`config.mk`:
```
export PLATFORM = sky130hd
export DESIGN_NAME = vec_sequencer_flat
export DESIGN_NICKNAME = d
export VERILOG_FILES = /design/src/vec_pkg.sv /design/src/vreg_if.sv /design/src/vec_sequencer.sv /design/src/flat_wrapper.sv
export VERILOG_INCLUDE_DIRS = /design/src
export SDC_FILE = /design/constraint.sdc
export NUM_CORES = 1
export LEC_CHECK = 0
export ABC_AREA = 1
export BUFFER_PORTS_ARGS = -buffer_cell sky130_fd_sc_hd__buf_2
export CORE_MARGIN = 4
export CORE_UTILIZATION = 35
export DETAILED_ROUTE_END_ITERATION = 16
export HOLD_SLACK_MARGIN = 0.03
export PLACE_DENSITY = 0.7
export SETUP_SLACK_MARGIN = 0.05
export SKIP_CTS_REPAIR_TIMING = 1
export SLEW_MARGIN = 20
export SYNTH_ARGS = -nofsm -noshare
export SYNTH_HDL_FRONTEND = slang
export SYNTH_SLANG_ARGS = --single-unit
```
`constraint.sdc`:
```
create_clock -name CLK -period 3.1 [get_ports CLK]
set_input_delay 0.155 -clock CLK [delete_from_list [all_inputs] [get_ports CLK]]
set_output_delay 0.155 -clock CLK [all_outputs]
set_load 0.1 [all_outputs]
```
`src/vec_config.svh`:
```
// sizing macros for the vector slice, include before any sized type or storage
`ifndef VEC_CONFIG_SVH
`define VEC_CONFIG_SVH

// register file geometry
`define VEC_NUM_REGS 32
`define VEC_VLEN_BYTES 16

// widest element, also the lane datapath width
`define VEC_ELEN 32

// eight registers of bytes
`define VEC_MAX_VL 128

// element pairs handled per cycle
`define VEC_LANES 2

`endif
```
`src/vec_pkg.sv`:
```
// shared enums and data types of the vector slice, imported by every block
`default_nettype none

`include "vec_config.svh"

package vec_pkg;

  localparam int NUM_LANES = `VEC_LANES;

  typedef enum logic [1:0] {
    SEW8  = 2'd0,
    SEW16 = 2'd1,
    SEW32 = 2'd2
  } sew_t;

  typedef enum logic [2:0] {
    VOP_ADD = 3'd0,
    VOP_SUB = 3'd1,
    VOP_AND = 3'd2,
    VOP_OR  = 3'd3,
    VOP_XOR = 3'd4,
    VOP_MVX = 3'd5
  } vop_t;

  typedef enum logic [1:0] {
    SEQ_IDLE  = 2'd0,
    SEQ_ISSUE = 2'd1,
    SEQ_DRAIN = 2'd2
  } seq_state_t;

  // byte 0 is the lowest byte of the register
  typedef logic [`VEC_VLEN_BYTES-1:0][7:0] vreg_t;
  typedef logic [$clog2(`VEC_MAX_VL)-1:0] offset_t;
  typedef logic [$clog2(`VEC_MAX_VL):0] vl_t;
  typedef logic [`VEC_ELEN-1:0] elem_t;
  typedef logic [$clog2(`VEC_NUM_REGS)-1:0] reg_idx_t;

endpackage

`default_nettype wire

```
`src/vreg_if.sv`:
```
// operand read and write-back bundle between sequencer, register file and lanes
`timescale 1ns/1ps
`default_nettype none

`include "vec_config.svh"

interface vreg_if;
  import vec_pkg::*;

  // read side, rd_offset is the element index of lane 0
  sew_t                       sew;
  reg_idx_t                   vs1;
  reg_idx_t                   vs2;
  offset_t                    rd_offset;
  elem_t [`VEC_LANES-1:0]     vs1_data;
  elem_t [`VEC_LANES-1:0]     vs2_data;
  logic [`VEC_LANES-1:0]      mask;

  // issue qualifiers and command bundle for the lanes
  logic [`VEC_LANES-1:0]      lane_en;
  logic [`VEC_LANES-1:0]      masked_off;
  vop_t                       op;
  elem_t                      scalar;
  reg_idx_t                   vd;

  // write-back
  logic [`VEC_LANES-1:0]      wen;
  elem_t [`VEC_LANES-1:0]     w_data;
  reg_idx_t                   w_vd;
  offset_t                    w_offset;
  sew_t                       w_sew;

  modport seq (
    output sew, vs1, vs2, rd_offset, lane_en, masked_off, op, scalar, vd,
    input  mask
  );

  modport rf (
    input  sew, vs1, vs2, rd_offset, wen, w_data, w_vd, w_offset, w_sew,
    output vs1_data, vs2_data, mask
  );

  modport lane (
    input  sew, rd_offset, lane_en, masked_off, op, scalar, vd, vs1_data, vs2_data,
    output wen, w_data, w_vd, w_offset, w_sew
  );

endinterface

`default_nettype wire

```
`src/vec_sequencer.sv`:
```
// command sequencer, captures a command on start and walks element pairs through the lanes
`timescale 1ns/1ps
`default_nettype none

module vec_sequencer (
  input  wire logic              CLK,
  input  wire logic              nRST,
  input  wire logic              start,
  input  wire vec_pkg::vop_t     op,
  input  wire vec_pkg::sew_t     sew,
  input  wire logic              vm,
  input  wire vec_pkg::reg_idx_t vd,
  input  wire vec_pkg::reg_idx_t vs1,
  input  wire vec_pkg::reg_idx_t vs2,
  input  wire vec_pkg::vl_t      vl,
  input  wire vec_pkg::elem_t    scalar,
  output logic                   busy,
  output logic                   done,
  vreg_if.seq                    vif
);
  import vec_pkg::*;

  seq_state_t state;
  logic       drain_cnt;
  vl_t        vl_q;
  logic       vm_q;
  offset_t    rd_offset;
  logic       accept;
  logic       last_pair;

  // starts while busy are dropped
  assign accept    = start && (state == SEQ_IDLE);
  assign last_pair = (vl_t'(rd_offset) + vl_t'(2)) >= vl_q;
  assign busy      = (state != SEQ_IDLE);

  assign vif.rd_offset = rd_offset;

  always_ff @(posedge CLK or negedge nRST) begin
    if (!nRST) begin
      state     <= SEQ_IDLE;
      drain_cnt <= 1'b0;
      rd_offset <= '0;
      vl_q      <= '0;
      vm_q      <= 1'b1;
      done      <= 1'b0;
    end else begin
      done <= 1'b0;
      case (state)
        SEQ_IDLE: begin
          if (accept) begin
            vl_q      <= vl;
            vm_q      <= vm;
            rd_offset <= '0;
            // empty command goes straight to the two drain cycles
            state     <= (vl == '0) ? SEQ_DRAIN : SEQ_ISSUE;
          end
        end
        SEQ_ISSUE: begin
          rd_offset <= rd_offset + offset_t'(2);
          if (last_pair) begin
            state <= SEQ_DRAIN;
          end
        end
        SEQ_DRAIN: begin
          // one cycle in the lanes, one cycle for the write
          drain_cnt <= !drain_cnt;
          if (drain_cnt) begin
            done  <= 1'b1;
            state <= SEQ_IDLE;
          end
        end
        default: state <= SEQ_IDLE;
      endcase
    end
  end

  // command payload
  always_ff @(posedge CLK) begin
    if (accept) begin
      vif.op     <= op;
      vif.sew    <= sew;
      vif.vd     <= vd;
      vif.vs1    <= vs1;
      vif.vs2    <= vs2;
      vif.scalar <= scalar;
    end
  end

  // lane i is live while its index is below vl
  always_comb begin
    for (int i = 0; i < NUM_LANES; i++) begin
      vif.lane_en[i]    = (state == SEQ_ISSUE) && ((vl_t'(rd_offset) + vl_t'(i)) < vl_q);
      vif.masked_off[i] = !vm_q && !vif.mask[i];
    end
  end

endmodule

`default_nettype wire

```
`src/flat_wrapper.sv`:
```
// flat-port wrapper written by rule: the top's interface ports become plain ports
module vec_sequencer_flat import vec_pkg::*;
  (CLK, nRST, start, op, sew, vm, vd, vs1, vs2, vl, scalar, busy, done, vif_sew, vif_vs1, vif_vs2, vif_rd_offset, vif_lane_en, vif_masked_off, vif_op, vif_scalar, vif_vd, vif_mask);
  vreg_if vif_i ();
  input  wire logic CLK;
  input  wire logic nRST;
  input  wire logic start;
  input  wire vec_pkg::vop_t op;
  input  wire vec_pkg::sew_t sew;
  input  wire logic vm;
  input  wire vec_pkg::reg_idx_t vd;
  input  wire vec_pkg::reg_idx_t vs1;
  input  wire vec_pkg::reg_idx_t vs2;
  input  wire vec_pkg::vl_t vl;
  input  wire vec_pkg::elem_t scalar;
  output logic busy;
  output logic done;
  output wire logic [$bits(vif_i.sew)-1:0] vif_sew;
  output wire logic [$bits(vif_i.vs1)-1:0] vif_vs1;
  output wire logic [$bits(vif_i.vs2)-1:0] vif_vs2;
  output wire logic [$bits(vif_i.rd_offset)-1:0] vif_rd_offset;
  output wire logic [$bits(vif_i.lane_en)-1:0] vif_lane_en;
  output wire logic [$bits(vif_i.masked_off)-1:0] vif_masked_off;
  output wire logic [$bits(vif_i.op)-1:0] vif_op;
  output wire logic [$bits(vif_i.scalar)-1:0] vif_scalar;
  output wire logic [$bits(vif_i.vd)-1:0] vif_vd;
  input wire logic [$bits(vif_i.mask)-1:0] vif_mask;
  assign vif_sew = vif_i.sew;
  assign vif_vs1 = vif_i.vs1;
  assign vif_vs2 = vif_i.vs2;
  assign vif_rd_offset = vif_i.rd_offset;
  assign vif_lane_en = vif_i.lane_en;
  assign vif_masked_off = vif_i.masked_off;
  assign vif_op = vif_i.op;
  assign vif_scalar = vif_i.scalar;
  assign vif_vd = vif_i.vd;
  assign vif_i.mask = vif_mask;
  vec_sequencer u_core (.CLK(CLK), .nRST(nRST), .start(start), .op(op), .sew(sew), .vm(vm), .vd(vd), .vs1(vs1), .vs2(vs2), .vl(vl), .scalar(scalar), .busy(busy), .done(done), .vif(vif_i));
endmodule
```
# Yosys cells after proc, flatten, opt, wreduce, memory -nomap -nowiden
# Cells that the tools add are included.
# Widths: inputs -> output; s select.
dict set report totals {
  register_bits 72
  input_bits 66
  out_inout_bits 65
  wordCells 48
}
dict set report op_classes {
  n_reduce_logical 16
  addsub 3
  order_cmp 3
  eq_ne 5
  mux 9
}
# operator n
set op_table {}
lappend op_table {{$pmux 7 s2} 1}
lappend op_table {{$add 7x1->8 const B} 1}
lappend op_table {{$add 7x2->8 const B} 1}
lappend op_table {{$ge 8x8->1} 1}
lappend op_table {{$logic_not 8->1} 1}
lappend op_table {{$lt 7x8->1} 1}
lappend op_table {{$lt 8x8->1} 1}
lappend op_table {{$mux 2} 4}
lappend op_table {{$add 7x2->7 const B} 1}
lappend op_table {{$mux 7} 1}
lappend op_table {{$ne 2x1->1 const B} 3}
lappend op_table {{$pmux 2 s3} 1}
lappend op_table {{$logic_and 1x1->1} 5}
lappend op_table {{$logic_not 1->1} 4}
lappend op_table {{$reduce_and 2->1} 2}
lappend op_table {{$reduce_bool 2->1} 2}
lappend op_table {{$reduce_and 3->1} 1}
lappend op_table {{$eq 2x1->1 const B} 1}
lappend op_table {{$eq 2x2->1 const B} 1}
lappend op_table {{$logic_not 2->1} 1}
lappend op_table {{$mux 1} 2}

# Logic depth before layout (Yosys ltp)
dict set report logic_depth {
  word_depth 4
  ltp_mapped 13
}

# Worst setup path before layout
# Ideal clock, no wire load.
dict set report synth_timing {
  kind {reg2out}
  from {register u_core.rd_offset[3], in the netlist u_core.vif.rd_offset[3]}
  to {output port vif_lane_en[1]}
  slack_ps -894
  stages_incl_launch_ff 6
  arrival_time_ps 3839
  n_path_buf 1
  required_time_ps 2945
  cell_sequence {dfrtp_1 buf_2 ha_1 a21oi_1 o21ai_0 a211oi_1}
}
dict set report synth_between {
  elab_chain_cells 3
}
# item line_no
set synth_lines {}
lappend synth_lines {{start: declaration} vec_sequencer.sv:27} ;# offset_t rd_offset;
lappend synth_lines {{start signal: assignment} vec_sequencer.sv:59} ;# rd_offset <= rd_offset + offset_t'(2);
lappend synth_lines {{$add 7x1->8} vec_sequencer.sv:92} ;# vif.lane_en[i] = (state == SEQ_ISSUE) && ((vl_t'(rd_offset) + vl_t'(i)) < vl_q);
lappend synth_lines {{$lt 8x8->1} vec_sequencer.sv:92}
lappend synth_lines {{$logic_and 1x1->1} vec_sequencer.sv:92}
lappend synth_lines {{end: declaration} flat_wrapper.sv:22} ;# output wire logic [$bits(vif_i.lane_en)-1:0] vif_lane_en;
# Every way passes these cells.

# Final worst setup path
dict set report layout_timing {
  from {register u_core.rd_offset[1], in the netlist u_core.vif.rd_offset[1]}
  to {output port vif_lane_en[0]}
}
dict set report layout_between {
  elab_chain_cells 2
}
# item line_no
set layout_lines {}
lappend layout_lines {{$lt 7x8->1} vec_sequencer.sv:92}
lappend layout_lines {{$logic_and 1x1->1} vec_sequencer.sv:92}
# Every way passes these cells.

==> run_summary.xml <==
<?xml version="1.0" encoding="UTF-8"?>
<metrics>
  <group name="outcome">
    <metric name="outcome" unit="">finished, final reports clean</metric>
  </group>
  <group name="critical_path">
    <metric name="crit_chain" unit="">inv_1 &gt; ha_1 &gt; nor2_1 &gt; nor2_1 &gt; o21ai_0 &gt; nand4_1 &gt; nand2_1 &gt; nor2_2 &gt; buf_2</metric>
    <metric name="timing.reg2reg.worst_path_depth" unit="">11</metric>
    <metric name="critical-path-max-stage-delay" unit="ns">0.44</metric>
    <metric name="worstSetupStartpoint" unit="">u_core.vif.rd_offset[1]</metric>
    <metric name="startpoint_type" unit="">flip-flop</metric>
    <metric name="critPathArrivalTime" unit="ns">2.12</metric>
    <metric name="r2r_slack" unit="ns">1.20</metric>
    <metric name="path_common_cell" unit="">nor2_1</metric>
    <metric name="critical_path.endpoint_type" unit="">primary output</metric>
    <metric name="worst_path_max_delay_cell" unit="">dfrtp_1</metric>
    <metric name="cp.required" unit="ns">2.94</metric>
    <metric name="worst-path-max-fanout" unit="">5</metric>
    <metric name="setup.worst_path.class" unit="">reg -&gt; out</metric>
    <metric name="timing.rr.start" unit="">u_core.vif.rd_offset[2]</metric>
    <metric name="critical_path.reg2reg.endpoint" unit="">u_core.state[1]</metric>
  </group>
  <group name="final_layout">
    <metric name="finalNetCount" unit="">502</metric>
    <metric name="area_growth_syn_to_layout" unit="%">52.05</metric>
    <metric name="layout.filler_cells" unit="">701</metric>
    <metric name="fraction_of_final_layout_cells_sized_beyond_drive_strength_1" unit="%">37.62</metric>
    <metric name="multi_input_area" unit="µm²">759.5</metric>
    <metric name="layout_commonest_cell" unit="">buf_2</metric>
    <metric name="finish.utilization" unit="%">54.45</metric>
    <metric name="antennaDiodeCount" unit="">0</metric>
    <metric name="final_cell_mix" unit="">buf_2, dlygate4sd3_1, edfxtp_1, nand2_1, inv_1</metric>
    <metric name="seqCellArea" unit="µm²">2038</metric>
  </group>
  <group name="sta">
    <metric name="finClkSkew" unit="ns">0.01099</metric>
    <metric name="max_freq" unit="MHz">439.5</metric>
    <metric name="fin_hold_ws" unit="ns">0.03603</metric>
    <metric name="finalMaxSlewViolations" unit="">0</metric>
    <metric name="rsz0062_at_grt" unit="">no</metric>
    <metric name="period_minus_slack" unit="ns">2.275</metric>
    <metric name="worstMarginPinSlew" unit="ns">0.5106</metric>
    <metric name="slew_headroom" unit="%">66.19</metric>
    <metric name="final.period_utilization" unit="%">73.40</metric>
    <metric name="final-hold-violation-count" unit="">0</metric>
    <metric name="finalSetupViolations" unit="">0</metric>
    <metric name="fin_setup_tns" unit="ns">0</metric>
  </group>
  <group name="job">
    <metric name="max-cap-violations" unit="">0</metric>
  </group>
  <group name="logic_synthesis">
    <metric name="yosys.area_share.simple" unit="%">10.09</metric>
    <metric name="synth_sequential_area_ratio" unit="%">69.62</metric>
    <metric name="synth-main-ff-cell" unit="">edfxtp_1</metric>
    <metric name="synth_edf_count" unit="">52</metric>
    <metric name="ffs_latches_synth" unit="">71</metric>
    <metric name="netlist_area" unit="µm²">2928</metric>
    <metric name="yosys-mux-area-fraction" unit="%">0</metric>
    <metric name="synth.lib_cells_used.distinct" unit="">27</metric>
    <metric name="postSynth.asyncResetShare" unit="%">26.76</metric>
    <metric name="synth-compound-area-share" unit="%">5.769</metric>
    <metric name="largest_family_of_logic_cells_by_synthesized_area" unit="">simple AND/OR/NAND/NOR gates</metric>
    <metric name="syn_area_per_cell" unit="µm²">12.95</metric>
    <metric name="number_of_instances_in_the_synthesized_netlist" unit="">226</metric>
    <metric name="synth-xor-area-share" unit="%">0.5983</metric>
    <metric name="synth-adder-area-share" unit="%">8.974</metric>
    <metric name="number_of_warnings_printed_during_yosys_synthesis" unit="">0</metric>
  </group>
  <group name="global_routing">
    <metric name="grt_start_max_net_pins" unit="">31</metric>
    <metric name="antenna_violations_before_repair" unit="">0</metric>
    <metric name="number_of_global_route_vias_before_repair" unit="">2019</metric>
    <metric name="gr-total-overflow" unit="">0</metric>
    <metric name="grt_usage" unit="%">13.25</metric>
    <metric name="grt_first_pass_wirelength" unit="mm">9.991</metric>
  </group>
  <group name="cts">
    <metric name="cts.root.buffer_cell" unit="">clkbuf_8</metric>
    <metric name="maximum_count_of_clock_buffers_along_a_single_path" unit="">2</metric>
    <metric name="cts_tree" unit="">done</metric>
    <metric name="total_clock_buffers_created_by_cts" unit="">9</metric>
    <metric name="cts.clk_slew.worst_paths" unit="ns">0.08</metric>
    <metric name="clock_latency" unit="ns">0.34</metric>
    <metric name="cts.sinks" unit="">71</metric>
    <metric name="htreeDepth" unit="">3</metric>
  </group>
  <group name="pwr">
    <metric name="seq_power_share" unit="%">30.4</metric>
    <metric name="total_power" unit="W">0.004610</metric>
    <metric name="power.internal" unit="W">0.002218</metric>
    <metric name="share_comb_of_total_power" unit="%">51.7</metric>
    <metric name="net-switching-power" unit="W">0.002392</metric>
    <metric name="pwr_density_cell" unit="nW/µm²">1036</metric>
    <metric name="cellLeakagePower" unit="nW">2.110</metric>
    <metric name="max_rail_drop_vdd" unit="V">0.0004698</metric>
    <metric name="power.share.clock" unit="%">17.8</metric>
    <metric name="p_sw_share" unit="%">51.88</metric>
  </group>
  <group name="place">
    <metric name="hpwlAfterDp" unit="mm">5.144</metric>
    <metric name="gp_congestion" unit="">0.8171</metric>
    <metric name="port-buffer-count" unit="">129</metric>
  </group>
  <group name="floorplan">
    <metric name="die_y" unit="µm">99.46</metric>
    <metric name="initial_core_util" unit="%">35.81</metric>
    <metric name="floorplan.core_area" unit="µm²">8175</metric>
    <metric name="die_width" unit="µm">99.46</metric>
    <metric name="dieArea" unit="µm²">9892</metric>
    <metric name="num_io_pins" unit="">131</metric>
    <metric name="fp-row-count" unit="">33</metric>
  </group>
  <group name="routing">
    <metric name="drcViolationCount" unit="">0</metric>
    <metric name="detail_route.wl_per_cell" unit="µm">13.49</metric>
    <metric name="viasPerCell" unit="">4.333</metric>
    <metric name="drt.antenna.violating_nets" unit="">0</metric>
    <metric name="detail_route.iter0.violations" unit="">107</metric>
    <metric name="detail_route.wirelength" unit="mm">7.084</metric>
    <metric name="routed-via-count" unit="">2275</metric>
    <metric name="1st_pass_router_iterations" unit="">4</metric>
  </group>
  <group name="worst_hold_path">
    <metric name="worstHoldStart" unit="">vm</metric>
    <metric name="hold_path_depth" unit="">3</metric>
    <metric name="min_to" unit="">u_core.vm_q</metric>
    <metric name="worst_hold_path_type" unit="">in -&gt; reg</metric>
  </group>
</metrics>
## worst max-delay path by stage
stage,slack [ns],cells after the start,end
2_1_floorplan,-0.006,5,vif_lane_en[1]
3_3_place_gp,1.25,5,vif_lane_en[1]
3_5_place_dp,1.14,9,vif_lane_en[0]
4_1_cts,0.76,9,vif_lane_en[0]
5_1_grt,0.64,9,vif_lane_en[0]
6_report,0.82,9,vif_lane_en[0]
## per-layer routing
metal / vias to the layer above / global-route usage (%) / wire length [µm]
li1: 1142 / - / -
met1: 1038 / 17.47 / 3131
met2: 90 / 20.40 / 3380
met3: 5 / 3.927 / 504
met4: 0 / 5.672 / 68
met5: - / 0 / 0
## worst max-delay path: cells and delay by family (launching register included)
kind / cells / cell delay (ns)
adders and majority gates: 1 / 0.31
buffers and inverters: 2 / 0.53
AOI/OAI and AO/OA: 1 / 0.11
DFF: 1 / 0.44
and+or+nand+nor: 5 / 0.39
## power groups by stage
| stage | Sequential, W | Combinational [W] | Clock [W] |
|---|---|---|---|
| detailed placement | 0.00143 | 0.00235 | 0 |
| floorplan | 0.00247 | 0.000872 | 0 |
| global route | 0.00143 | 0.00256 | 0.000893 |
| CTS | 0.00141 | 0.00235 | 0.000855 |
| global placement | 0.00141 | 0.00232 | 0 |
| finish | 0.00140 | 0.00238 | 0.000823 |
## synthesized netlist by cell type (3+ instances only)
master	n	area, µm²
a21oi_1	6	30.03
clkbuf_1	3	11.26
dfrtp_1	18	450.4
edfxtp_1	52	1562
ha_1	21	262.8
inv_1	25	93.84
inv_2	3	11.26
nand2_1	37	138.9
nand3_1	3	15.01
nor2_1	20	75.07
o21ai_0	14	70.07
## registers in the layout (all words and copies together) (netlist names)
name,flops
u_core.vif.vs1,5
u_core.vif.scalar,32
u_core.vif.rd_offset,6
u_core.drain_cnt,1
u_core.vif.sew,2
u_core.state,2
u_core.vl_q,8
u_core.vif.vs2,5
u_core.vif.op,3
u_core.done,1
u_core.vif.vd,5
u_core.vm_q,1
## logic make-up after synthesis
family	Yosys count
flip-flops	71
AND/OR/NAND/NOR	67
buffers and inverters	35
AO/OA/AOI/OAI	29
adder cells (fa/ha/maj)	21
XOR/XNOR	2
other	1
## final cells by class
cell class              count  share of cell area, %
clock buffers               9                  2.782
inverters                  28                  2.361
well taps                 105                  2.951
multi-input cells         121                  17.06
flip-flops and latches     71                  45.78
clock inverters             7                  2.305
repair buffers            184                  26.76
## stage by stage
stage	instance area [µm²]	setup slack, ns	cells
floorplan	2939	-0.006201	227
global placement	3695	1.247	456
CTS	3921	0.7550	472
detailed placement	3695	1.141	456
global route	4452	0.6376	525
finish	4452	0.8246	525
No activity file was read; power rests on OpenSTA's default activity.
