`src/vec_config.svh`:
```
// sizing macros for the vector slice, include before any sized type or storage
`ifndef VEC_CONFIG_SVH
`define VEC_CONFIG_SVH

// register file geometry
`define VEC_NUM_REGS 32
`define VEC_VLEN_BYTES 16

// widest element, also the lane datapath width
`define VEC_ELEN 32

// eight registers of bytes
`define VEC_MAX_VL 128

// element pairs handled per cycle
`define VEC_LANES 2

`endif
```
`src/vec_pkg.sv`:
```
// shared enums and data types of the vector slice, imported by every block
`default_nettype none

`include "vec_config.svh"

package vec_pkg;

  localparam int NUM_LANES = `VEC_LANES;

  typedef enum logic [1:0] {
    SEW8  = 2'd0,
    SEW16 = 2'd1,
    SEW32 = 2'd2
  } sew_t;

  typedef enum logic [2:0] {
    VOP_ADD = 3'd0,
    VOP_SUB = 3'd1,
    VOP_AND = 3'd2,
    VOP_OR  = 3'd3,
    VOP_XOR = 3'd4,
    VOP_MVX = 3'd5
  } vop_t;

  typedef enum logic [1:0] {
    SEQ_IDLE  = 2'd0,
    SEQ_ISSUE = 2'd1,
    SEQ_DRAIN = 2'd2
  } seq_state_t;

  // byte 0 is the lowest byte of the register
  typedef logic [`VEC_VLEN_BYTES-1:0][7:0] vreg_t;
  typedef logic [$clog2(`VEC_MAX_VL)-1:0] offset_t;
  typedef logic [$clog2(`VEC_MAX_VL):0] vl_t;
  typedef logic [`VEC_ELEN-1:0] elem_t;
  typedef logic [$clog2(`VEC_NUM_REGS)-1:0] reg_idx_t;

endpackage

`default_nettype wire

```
`src/vreg_if.sv`:
```
// operand read and write-back bundle between sequencer, register file and lanes
`timescale 1ns/1ps
`default_nettype none

`include "vec_config.svh"

interface vreg_if;
  import vec_pkg::*;

  // read side, rd_offset is the element index of lane 0
  sew_t                       sew;
  reg_idx_t                   vs1;
  reg_idx_t                   vs2;
  offset_t                    rd_offset;
  elem_t [`VEC_LANES-1:0]     vs1_data;
  elem_t [`VEC_LANES-1:0]     vs2_data;
  logic [`VEC_LANES-1:0]      mask;

  // issue qualifiers and command bundle for the lanes
  logic [`VEC_LANES-1:0]      lane_en;
  logic [`VEC_LANES-1:0]      masked_off;
  vop_t                       op;
  elem_t                      scalar;
  reg_idx_t                   vd;

  // write-back
  logic [`VEC_LANES-1:0]      wen;
  elem_t [`VEC_LANES-1:0]     w_data;
  reg_idx_t                   w_vd;
  offset_t                    w_offset;
  sew_t                       w_sew;

  modport seq (
    output sew, vs1, vs2, rd_offset, lane_en, masked_off, op, scalar, vd,
    input  mask
  );

  modport rf (
    input  sew, vs1, vs2, rd_offset, wen, w_data, w_vd, w_offset, w_sew,
    output vs1_data, vs2_data, mask
  );

  modport lane (
    input  sew, rd_offset, lane_en, masked_off, op, scalar, vd, vs1_data, vs2_data,
    output wen, w_data, w_vd, w_offset, w_sew
  );

endinterface

`default_nettype wire

```
`src/vec_lanes.sv`:
```
// two registered execution lanes, compute one element pair per cycle for write-back
`timescale 1ns/1ps
`default_nettype none

module vec_lanes (
  input  wire logic CLK,
  input  wire logic nRST,
  vreg_if.lane      vif
);
  import vec_pkg::*;

  elem_t [NUM_LANES-1:0] result;

  // subtract is vs2 minus vs1
  function automatic elem_t lane_alu(vop_t f_op, elem_t a, elem_t b, elem_t s, sew_t w);
    elem_t r;
    case (f_op)
      VOP_ADD: r = b + a;
      VOP_SUB: r = b - a;
      VOP_AND: r = b & a;
      VOP_OR:  r = b | a;
      VOP_XOR: r = b ^ a;
      default: r = s;
    endcase
    // truncate to the element width
    if (w == SEW8) begin
      r = elem_t'(r[7:0]);
    end else if (w == SEW16) begin
      r = elem_t'(r[15:0]);
    end
    return r;
  endfunction

  always_comb begin
    for (int l = 0; l < NUM_LANES; l++) begin
      result[l] = lane_alu(vif.op, vif.vs1_data[l], vif.vs2_data[l], vif.scalar, vif.sew);
    end
  end

  always_ff @(posedge CLK or negedge nRST) begin
    if (!nRST) begin
      vif.wen <= '0;
    end else begin
      for (int l = 0; l < NUM_LANES; l++) begin
        vif.wen[l] <= vif.lane_en[l] && !vif.masked_off[l];
      end
    end
  end

  always_ff @(posedge CLK) begin
    vif.w_data   <= result;
    vif.w_vd     <= vif.vd;
    vif.w_offset <= vif.rd_offset;
    vif.w_sew    <= vif.sew;
  end

endmodule

`default_nettype wire

```
`src/flat_wrapper.sv`:
```
// flat-port wrapper written by rule: the top's interface ports become plain ports
module vec_lanes_flat import vec_pkg::*;
  (CLK, nRST, vif_sew, vif_rd_offset, vif_lane_en, vif_masked_off, vif_op, vif_scalar, vif_vd, vif_vs1_data, vif_vs2_data, vif_wen, vif_w_data, vif_w_vd, vif_w_offset, vif_w_sew);
  vreg_if vif_i ();
  input  wire logic CLK;
  input  wire logic nRST;
  input wire logic [$bits(vif_i.sew)-1:0] vif_sew;
  input wire logic [$bits(vif_i.rd_offset)-1:0] vif_rd_offset;
  input wire logic [$bits(vif_i.lane_en)-1:0] vif_lane_en;
  input wire logic [$bits(vif_i.masked_off)-1:0] vif_masked_off;
  input wire logic [$bits(vif_i.op)-1:0] vif_op;
  input wire logic [$bits(vif_i.scalar)-1:0] vif_scalar;
  input wire logic [$bits(vif_i.vd)-1:0] vif_vd;
  input wire logic [$bits(vif_i.vs1_data)-1:0] vif_vs1_data;
  input wire logic [$bits(vif_i.vs2_data)-1:0] vif_vs2_data;
  output wire logic [$bits(vif_i.wen)-1:0] vif_wen;
  output wire logic [$bits(vif_i.w_data)-1:0] vif_w_data;
  output wire logic [$bits(vif_i.w_vd)-1:0] vif_w_vd;
  output wire logic [$bits(vif_i.w_offset)-1:0] vif_w_offset;
  output wire logic [$bits(vif_i.w_sew)-1:0] vif_w_sew;
  assign vif_i.sew = vif_sew;
  assign vif_i.rd_offset = vif_rd_offset;
  assign vif_i.lane_en = vif_lane_en;
  assign vif_i.masked_off = vif_masked_off;
  assign vif_i.op = vif_op;
  assign vif_i.scalar = vif_scalar;
  assign vif_i.vd = vif_vd;
  assign vif_i.vs1_data = vif_vs1_data;
  assign vif_i.vs2_data = vif_vs2_data;
  assign vif_wen = vif_i.wen;
  assign vif_w_data = vif_i.w_data;
  assign vif_w_vd = vif_i.w_vd;
  assign vif_w_offset = vif_i.w_offset;
  assign vif_w_sew = vif_i.w_sew;
  vec_lanes u_core (.CLK(CLK), .nRST(nRST), .vif(vif_i));
endmodule
```
`config.mk`:
```
export PLATFORM = sky130hd
export DESIGN_NAME = vec_lanes_flat
export DESIGN_NICKNAME = d
export VERILOG_FILES = /design/src/vec_pkg.sv /design/src/vreg_if.sv /design/src/vec_lanes.sv /design/src/flat_wrapper.sv
export VERILOG_INCLUDE_DIRS = /design/src
export SDC_FILE = /design/constraint.sdc
export NUM_CORES = 1
export LEC_CHECK = 0
export BUFFER_PORTS_ARGS = -buffer_cell sky130_fd_sc_hd__buf_4
export CAP_MARGIN = 15
export CORE_MARGIN = 2
export CORE_UTILIZATION = 48
export DETAILED_ROUTE_END_ITERATION = 6
export PLACE_DENSITY = 0.77
export SYNTH_ARGS = -nofsm -noshare
export SYNTH_HDL_FRONTEND = slang
export SYNTH_SLANG_ARGS = --single-unit
```
`constraint.sdc`:
```
create_clock -name CLK -period 1.04 [get_ports CLK]
set_clock_uncertainty 0.1 [all_clocks]
set_input_delay 0.312 -clock CLK [delete_from_list [all_inputs] [get_ports CLK]]
set_output_delay 0.312 -clock CLK [all_outputs]
set_load 0.02 [all_outputs]
```
==> results of run 1 <==
## cell families after synthesis
group | share of synthesized area (%)
DFF | 16.4
buffers and inverters | 7.20
adders and majority gates | 24.8
and+or+nand+nor | 14.8
xor gates and xnor gates | 9.50
muxes | 0.216
AOI/OAI and AO/OA | 27.2
## layer usage
metal	global-route usage, %	overflow
met4	75.3	5
met5	34.3	0
met3	65.6	0
met1	74.4	0
met2	92.4	10
## repair_timing
item                                    CTS
pin swaps                               117
hold buffers                             14
gates resized for setup                 365
endpoints found under the setup margin  144
endpoints found under the hold margin    15
setup buffers                            50
## through the flow
step	hold WS (ns)	std cells	utilization (%)	TNS [ns]
floorplan	-0.0836	1276	-	-123.98
global placement	-0.00534	2199	78.1	-146.85
detailed placement	-0.00363	2199	78.1	-149.77
CTS	0.00937	2272	88.5	-132.78
==> summary.log, run 1 <==
INFO  run_status     result_of_the_run=aborted with a tool error
INFO  run_status     failed_stage=5_1_grt
INFO  run_status     tool.error=[ERROR GRT-0232] Routing congestion too high. Check the congestion heatmap in the GUI.
INFO  yosys          synth-main-ff-cell=dfxtp_1
INFO  place          pre_cts_slack=-3.26ns
INFO  yosys          synth_seq_area_share=16.4%
INFO  clocking       ctsHtreeMaxLevel=3
INFO  place          place.gp.congestion=0.989
INFO  place          placed_cell_area=15700µm²
INFO  floorplanning  die_height=147µm
INFO  clocking       cts.root.buffer_cell=clkbuf_16
INFO  yosys          synth_async_sr_flop_share=2.50%
INFO  grt            grt_max_degree=42
INFO  yosys          synthesized_area=9850µm²
INFO  yosys          netlist-cell-type-count=65
INFO  yosys          ys_seq_elements=80
INFO  clocking       clk_path_buf_depth=2
INFO  clocking       numClockSinks=80
INFO  floorplanning  initial_core_util=48.8%
INFO  yosys          post_synth_inst_count=1276
INFO  yosys          post_synth_main_area_contributors=ha_1 24%, dfxtp_1 16%, xnor2_1 8.1%
INFO  floorplanning  ioPinCount=263
INFO  yosys          synth-edff-count=0
INFO  grt            globalRoute.totalOverflow=15
INFO  place          dp.final_hpwl=33.3mm
INFO  yosys          yosysTopAreaCellShare=24.4%
INFO  timing         grt_repair_timing_worst_endpoint=u_core.vif.w_data[29]$_SDFF_PP0_/D
INFO  yosys          yosys.area.top_type=ha_1
INFO  yosys          ys.warnings.count=0
INFO  yosys          synth_nets=1653
INFO  yosys          avg_cell_area_syn=7.72µm²
INFO  grt            total_routing_resource_utilization_after_global_routing=76.5%
INFO  floorplanning  rows=52
INFO  clocking       cts_buffers=9
INFO  yosys          synth.most_common_cell=ha_1
INFO  timing         worst-ep-kind=register input
INFO  floorplanning  die_x=147µm
INFO  place          port-buffer-count=262
INFO  yosys          synth.top_cells.by_count=192 x ha_1, 142 x inv_1, 121 x nand2_1
==> run 2: changes to the inputs <==
--- a/config.mk
+++ b/config.mk
@@ -9,9 +9,9 @@
 export BUFFER_PORTS_ARGS = -buffer_cell sky130_fd_sc_hd__buf_4
 export CAP_MARGIN = 15
 export CORE_MARGIN = 2
-export CORE_UTILIZATION = 48
+export CORE_UTILIZATION = 33
 export DETAILED_ROUTE_END_ITERATION = 6
-export PLACE_DENSITY = 0.77
+export PLACE_DENSITY_LB_ADDON = 0.15
 export SYNTH_ARGS = -nofsm -noshare
 export SYNTH_HDL_FRONTEND = slang
 export SYNTH_SLANG_ARGS = --single-unit
==> summary.log, run 2 <==
INFO  route          wl_per_cell=18.5µm
INFO  route          firstDrtPassIters=5
INFO  yosys          synth-main-ff-cell=dfxtp_1 [unchanged]
INFO  yosys          ys.warnings.count=0 [unchanged]
INFO  worst_hold_path hp-class=input pin to register
INFO  setup_path     cpLargestDelayFamily=simple AND/OR/NAND/NOR gates
INFO  yosys          avg_cell_area_syn=7.72µm² [unchanged]
INFO  finish         final_design_area_no_fill=19200µm²
INFO  pwr            vdd_ir_drop_max=0.782mV
INFO  yosys          netlist-cell-type-count=65 [unchanged]
INFO  grt            antenna_violations_before_repair=3
INFO  floorplanning  design.die.area=31200µm²
INFO  clocking       cts.root.buffer_cell=clkbuf_16 [unchanged]
INFO  clocking       path_clk_slew=0.08ns
INFO  timing         rsz_0062_raised_after_global_routing=true
INFO  run_status     result_of_the_run=finished, violations left [was aborted with a tool error]
INFO  pwr            p_per_area=955nW/µm²
INFO  clocking       ctsHtreeMaxLevel=3 [unchanged]
INFO  setup_path     critical_path_arrival=3.93ns
INFO  floorplanning  die_x=177µm [was 147 µm]
INFO  timing         hold_viol=0
INFO  pwr            p_leak=0.00944µW
INFO  yosys          synth_async_sr_flop_share=2.50% [unchanged]
INFO  finish         final_common_cell=buf_4
INFO  setup_path     worst-endpoint-required=1.19ns
INFO  setup_path     setup.worst_path.class=input pin to register
INFO  route          routed-via-count=12400
INFO  grt            total_routing_resource_utilization_after_global_routing=27.4%
INFO  finish         finalCoreUtilization=65.1%
INFO  finish         proportion_of_layout_cells_with_a_drive_suffix_above_1=55.3%
INFO  grt            grt_pass1_vias=12400
INFO  route          drt.antenna.violating_nets=0
INFO  finish         final_nets=2410
INFO  run_status     violations_in_the_final_reports=negative setup slack
INFO  clocking       tritoncts=done
INFO  place          place.gp.congestion=0.935 [was 0.989]
INFO  yosys          synth.most_common_cell=ha_1 [unchanged]
INFO  floorplanning  die_height=177µm [was 147 µm]
INFO  place          placed_cell_area=15900µm² [was 15700 µm²]
INFO  setup_path     most_repeated_library_cell_on_the_critical_path=xnor2_1
INFO  place          port-buffer-count=262 [unchanged]
INFO  finish         reg_top3=u_core.vif.w_data: 64 flops, u_core.vif.w_offset: 7 flops, u_core.vif.w_vd: 5 flops
INFO  floorplanning  ioPinCount=263 [unchanged]
INFO  timing         timing.final.crit_share=363%
INFO  yosys          synth_seq_area_share=16.4% [unchanged]
INFO  floorplanning  floorplan.core_area=29500µm²
INFO  yosys          synth_nets=1653 [unchanged]
INFO  setup_path     critPathCaptureType=register
INFO  yosys          synth-edff-count=0 [unchanged]
INFO  yosys          ys_seq_elements=80 [unchanged]
INFO  yosys          synthesized_area=9850µm² [unchanged]
INFO  finish         num-fill-cells=2487
INFO  timing         slew_violations=0
INFO  route          routed_wirelength=44.9mm
INFO  grt            globalRoute.totalOverflow=0
INFO  timing         max_slew.worst_pin.slew=0.501ns
INFO  finish         largest-register=u_core.vif.w_data
INFO  yosys          post_synth_inst_count=1276 [unchanged]
INFO  finish         area_growth_syn_to_layout=95.0%
INFO  yosys          synth.top_cells.by_count=192 x ha_1, 142 x inv_1, 121 x nand2_1 [unchanged]
INFO  finish         final_cell_mix=608 x buf_4, 180 x ha_1, 142 x buf_6
INFO  timing         max_freq=265MHz
INFO  route          avgViaCountPerCell=5.10
INFO  setup_path     slowest_delay=0.57ns
INFO  setup_path     cp_slowest_cell=or4_4
INFO  place          dp.final_hpwl=34.0mm [was 33.3 mm]
INFO  setup_path     critical_path_fanouts_max=5
INFO  clocking       clk_path_buf_depth=2 [unchanged]
INFO  yosys          post_synth_main_area_contributors=ha_1 24%, dfxtp_1 16%, xnor2_1 8.1% [unchanged]
INFO  floorplanning  initial_core_util=33.4% [was 48.8%]
INFO  timing         finalSetupViolations=144
INFO  timing         max-slew-margin-rel=66.2%
INFO  grt            grt_pass1_wl=66.2mm
INFO  clocking       numClockSinks=80 [unchanged]
INFO  yosys          yosys.area.top_type=ha_1 [unchanged]
INFO  floorplanning  rows=63 [was 52]
INFO  setup_path     timing.critical_path.buf_inv=2
INFO  grt            grt_max_degree=22
INFO  job            max-cap-violations=0
INFO  route          post-route-drc-count=0
INFO  timing         layout_setup_ws=-2.73ns
INFO  setup_path     ordered_cell_list_for_the_critical_path=buf_6, or4_4, nor4b_4, nand2_1, or2_4, nor3_4, buf_4, nor2_2, xnor2_1, ha_1, and2_4, and3_4, a221oi_2, nand2_2, a221o_1, a21o_1, xnor2_1, o22ai_1
INFO  setup_path     critical_path.startpoint_type=input pin
INFO  clocking       cts_buffers=9 [unchanged]
INFO  timing         min_period=3.77ns
INFO  yosys          yosysTopAreaCellShare=24.4% [unchanged]
INFO  route          drt_iter0_drc=634
INFO  finish         largest_register_ffs=64
run 2: cell counts after synthesis:
Identical to the previous run, type by type.
run 2: routing by layer:
layer | GRT usage (%) | part of all wire (%) | wire [µm]
met1 | 36.1 | 44 | 19900
met2 | 45.9 | 48 | 21400
met3 | 3.26 | 4.6 | 2080
met4 | 10.0 | 3.5 | 1570
met5 | 0 | 0 | 0
run 2: where the power goes:
group	switching, µW	leakage, µW	internal [µW]	total [µW]
clock network	1550	0.000166	2240	3780
logic	5140	0.00858	5710	10900
registers	197	0.000693	3500	3700
total	6880	0.00944	11500	18300
run 2: kinds of logic (layout without fill, tap and decap cells):
family	count (synthesis)	count (layout)	synth area share, %
fa+ha+maj	194	194	24.8
xor+xnor	106	106	9.50
other cells	0	3	0
flops	80	80	16.4
buf+inv	189	951	7.20
compound gates	406	406	27.2
mux	2	2	0.216
simple gates	299	299	14.8
run 2: stage by stage:
| stage | instances | setup slack (ns) | setup TNS (ns) | hold slack [ns] | total power, µW |
|---|---|---|---|---|---|
| final | 2431 | -2.73 | -135.92 | 0.0731 | 18300 |
| after global routing | 2431 | -2.92 | -144.82 | 0.0713 | 19300 |
| after CTS | 2398 | -2.74 | -131.37 | 0.0619 | 17400 |
| after detailed placement | 2322 | -3.23 | -149.61 | -0.00514 | 12100 |
| after global placement | 2322 | -3.23 | -149.18 | -0.00613 | 12000 |
| after floorplan | 1276 | -3.11 | -123.98 | -0.0836 | 7910 |
run 2: path summary, 6_finish.rpt:
| kind | from | end | slack [ns] | cells past startpoint |
|---|---|---|---|---|
| max | vif_vs1_data[7] | u_core.vif.w_data[23] | -2.73 | 18 |
| min | vif_lane_en[0] | u_core.vif.wen[0] | 0.07 | 2 |
| min in group asynchronous | nRST | u_core.vif.wen[1] | 0.16 | 2 |
| max in group asynchronous | nRST | u_core.vif.wen[0] | 0.60 | 2 |
run 2: layout make-up:
type	instances	area (µm²)	share of cell area, %
timing repair buffer	793	6840	35.6
multi-input combinational	1007	9250	48.2
tap	390	488	2.54
antenna	3	7.51	0.0391
clock inverter	5	78.8	0.411
sequential	80	1710	8.91
inverter	142	567	2.95
clock buffer	11	253	1.32
run 2: repair_timing:
item,in CTS,in global routing
gates resized for setup,392,127
pin swaps,141,136
endpoints found under the setup margin,144,144
hold endpoints to repair,17,0
buffers inserted,49,37
hold buffers,16,0
cloned,2,0
Power figures use the tool's default switching activity.
==> run 3: changes to the inputs <==
--- a/config.mk
+++ b/config.mk
@@ -8,6 +8,8 @@
 export LEC_CHECK = 0
 export BUFFER_PORTS_ARGS = -buffer_cell sky130_fd_sc_hd__buf_4
 export CAP_MARGIN = 15
+export CELL_PAD_IN_SITES_DETAIL_PLACEMENT = 0
+export CELL_PAD_IN_SITES_GLOBAL_PLACEMENT = 1
 export CORE_MARGIN = 2
 export CORE_UTILIZATION = 33
 export DETAILED_ROUTE_END_ITERATION = 6
==> constraint.sdc (replaced) <==
create_clock -name CLK -period 1.04 [get_ports CLK]
set_clock_uncertainty 0.1 [all_clocks]
set_input_delay 0.104 -clock CLK [delete_from_list [all_inputs] [get_ports CLK]]
set_output_delay 0.104 -clock CLK [all_outputs]
set_load 0.02 [all_outputs]
==> summary.log, run 3 (synthesized netlist as in run 2, its figures left out) <==
INFO  clocking       path_clk_slew=0.07ns [was 0.08 ns]
INFO  grt            globalRoute.totalOverflow=0 [unchanged]
INFO  timing         final.hold.worst_slack=0.0124ns [was 0.0731 ns]
INFO  setup_path     critical_path.startpoint_type=input pin [unchanged]
INFO  route          routed_wirelength=44.4mm [was 44.9 mm]
INFO  floorplanning  floorplan.core_area=29500µm² [unchanged]
INFO  finish         final_common_cell=buf_4 [unchanged]
INFO  floorplanning  rows=63 [unchanged]
INFO  finish         largest_register_ffs=64 [unchanged]
INFO  finish         final_cell_mix=611 x buf_4, 176 x ha_1, 141 x buf_6 [was 608 x buf_4, 180 x ha_1, 142 x buf_6]
INFO  finish         largest-register=u_core.vif.w_data [unchanged]
INFO  route          wl_per_cell=18.2µm [was 18.5 µm]
INFO  pwr            vdd_ir_drop_max=0.779mV [was 0.782 mV]
INFO  grt            grt_pass1_vias=12500 [was 12400]
INFO  pwr            p_leak=0.00945µW [was 0.00944 µW]
INFO  timing         finalSetupViolations=77 [was 144]
INFO  pwr            p_per_area=950nW/µm² [was 955 nW/µm²]
INFO  finish         proportion_of_layout_cells_with_a_drive_suffix_above_1=54.7% [was 55.3%]
INFO  floorplanning  design.die.area=31200µm² [unchanged]
INFO  run_status     result_of_the_run=finished, violations left [unchanged]
INFO  floorplanning  ioPinCount=263 [unchanged]
INFO  clocking       cts.root.buffer_cell=clkbuf_16 [unchanged]
INFO  route          avgViaCountPerCell=5.08 [was 5.10]
INFO  route          drt_iter0_drc=626 [was 634]
INFO  timing         min_period=3.61ns [was 3.77 ns]
INFO  setup_path     setup.worst_path.class=input pin to register [unchanged]
INFO  job            max-cap-violations=0 [unchanged]
INFO  setup_path     critPathCaptureType=register [unchanged]
INFO  clocking       clk_path_buf_depth=2 [unchanged]
INFO  grt            grt_max_degree=29 [was 22]
INFO  grt            grt_pass1_wl=67.3mm [was 66.2 mm]
INFO  timing         timing.final.crit_share=347% [was 363%]
INFO  place          dp.final_hpwl=33.8mm [was 34.0 mm]
INFO  floorplanning  initial_core_util=33.4% [unchanged]
INFO  finish         num-fill-cells=2521 [was 2487]
INFO  timing         max-slew-margin-rel=68.0% [was 66.2%]
INFO  route          post-route-drc-count=0 [unchanged]
INFO  clocking       tritoncts=done [unchanged]
INFO  route          drt.antenna.violating_nets=0 [unchanged]
INFO  finish         final_nets=2421 [was 2410]
INFO  route          routed-via-count=12400 [about the same]
INFO  grt            antenna_violations_before_repair=3 [unchanged]
INFO  worst_hold_path hp-class=input pin to register [unchanged]
INFO  place          pre_cts_slack=-3.10ns [was -3.23 ns]
INFO  timing         max_slew.worst_pin.slew=0.480ns [was 0.501 ns]
INFO  clocking       ctsHtreeMaxLevel=3 [unchanged]
INFO  floorplanning  die_x=177µm [unchanged]
INFO  clocking       cts_buffers=9 [unchanged]
INFO  finish         reg_top3=u_core.vif.w_data: 64 flops, u_core.vif.w_offset: 7 flops, u_core.vif.w_vd: 5 flops [unchanged]
INFO  finish         area_growth_syn_to_layout=95.6% [was 95.0%]
INFO  place          place.gp.congestion=0.884 [was 0.935]
INFO  place          port-buffer-count=262 [unchanged]
INFO  run_status     violations_in_the_final_reports=negative setup slack [unchanged]
INFO  setup_path     critical_path_fanouts_max=3 [was 5]
INFO  timing         slew_violations=0 [unchanged]
INFO  clocking       numClockSinks=80 [unchanged]
INFO  grt            total_routing_resource_utilization_after_global_routing=27.8% [was 27.4%]
INFO  setup_path     critical_path_arrival=3.77ns [was 3.93 ns]
INFO  timing         rsz_0062_raised_after_global_routing=true [unchanged]
INFO  floorplanning  die_height=177µm [unchanged]
INFO  route          firstDrtPassIters=7 [was 5]
INFO  timing         hold_viol=0 [unchanged]
INFO  setup_path     worst-endpoint-required=1.21ns [was 1.19 ns]
INFO  timing         max_freq=277MHz [was 265 MHz]
INFO  timing         layout_setup_ws=-2.57ns [was -2.73 ns]
## run 3: layer usage
| metal | part of all wire (%) | routed length (µm) | track usage [%] |
|---|---|---|---|
| met3 | 5.4 | 2380 | 3.76 |
| met1 | 44 | 19600 | 36.8 |
| met4 | 2.4 | 1050 | 8.13 |
| met2 | 48 | 21300 | 47.1 |
| met5 | 0.029 | 13 | 0 |
## run 3: critical path: stages
cell,delay [ns]
buf_6,0.09
or4_4,0.56
nor4b_4,0.27
nand2_1,0.12
or2_4,0.26
nor3_4,0.20
a21oi_2,0.10
xnor2_1,0.13
ha_1,0.29
a21o_1,0.16
a21o_1,0.15
a21o_1,0.18
a21o_1,0.16
a21o_1,0.18
o21a_1,0.19
a211o_1,0.24
a21oi_2,0.15
xor2_1,0.16
o22ai_1,0.08
## run 3: area by class of cell
class	count	area, µm²	area share [%]
antenna	1	2.50	0.0130
clock buffer	9	225	1.17
clock inverter	7	95.1	0.494
inverter	142	569	2.96
multi-input combinational	1008	9360	48.6
sequential	80	1680	8.70
tap	390	488	2.53
timing repair buffer	803	6850	35.5
## run 3: where the power goes
group | internal [µW] | switching [µW] | total, µW
clock network | 2110 | 1600 | 3700
registers | 3480 | 187 | 3660
logic | 5760 | 5170 | 10900
## run 3: repair_timing
action | CTS | global route
setup buffers | 59 | 35
hold buffers | 33 | 0
setup endpoints to repair | 115 | 112
pin swaps | 145 | 159
cloned | 2 | 0
hold endpoints to repair | 41 | 0
resized for setup | 324 | 195
## run 3: final timing paths
| kind | start | endpoint | cells after the start |
|---|---|---|---|
| setup / recovery | vif_vs1_data[8] | u_core.vif.w_data[29] | 19 |
| hold / removal | vif_vs2_data[37] | u_core.vif.w_data[37] | 4 |
| max in group asynchronous | nRST | u_core.vif.wen[1] | 3 |
| min in group asynchronous | nRST | u_core.vif.wen[0] | 3 |
## run 3: per-stage QoR
step | total power, µW | cell area (µm²) | util (%) | setup TNS [ns] | cells
after global placement | 12000 | 15800 | 53.6 | -136.04 | 2312
after floorplan | 7910 | 10400 | - | -110.66 | 1276
after detailed placement | 12100 | 15800 | 53.6 | -136.93 | 2312
after CTS | 17200 | 18200 | 61.7 | -102.98 | 2416
final | 18300 | 19300 | 65.3 | -108.07 | 2440
after global routing | 19300 | 19300 | 65.3 | -116.15 | 2440
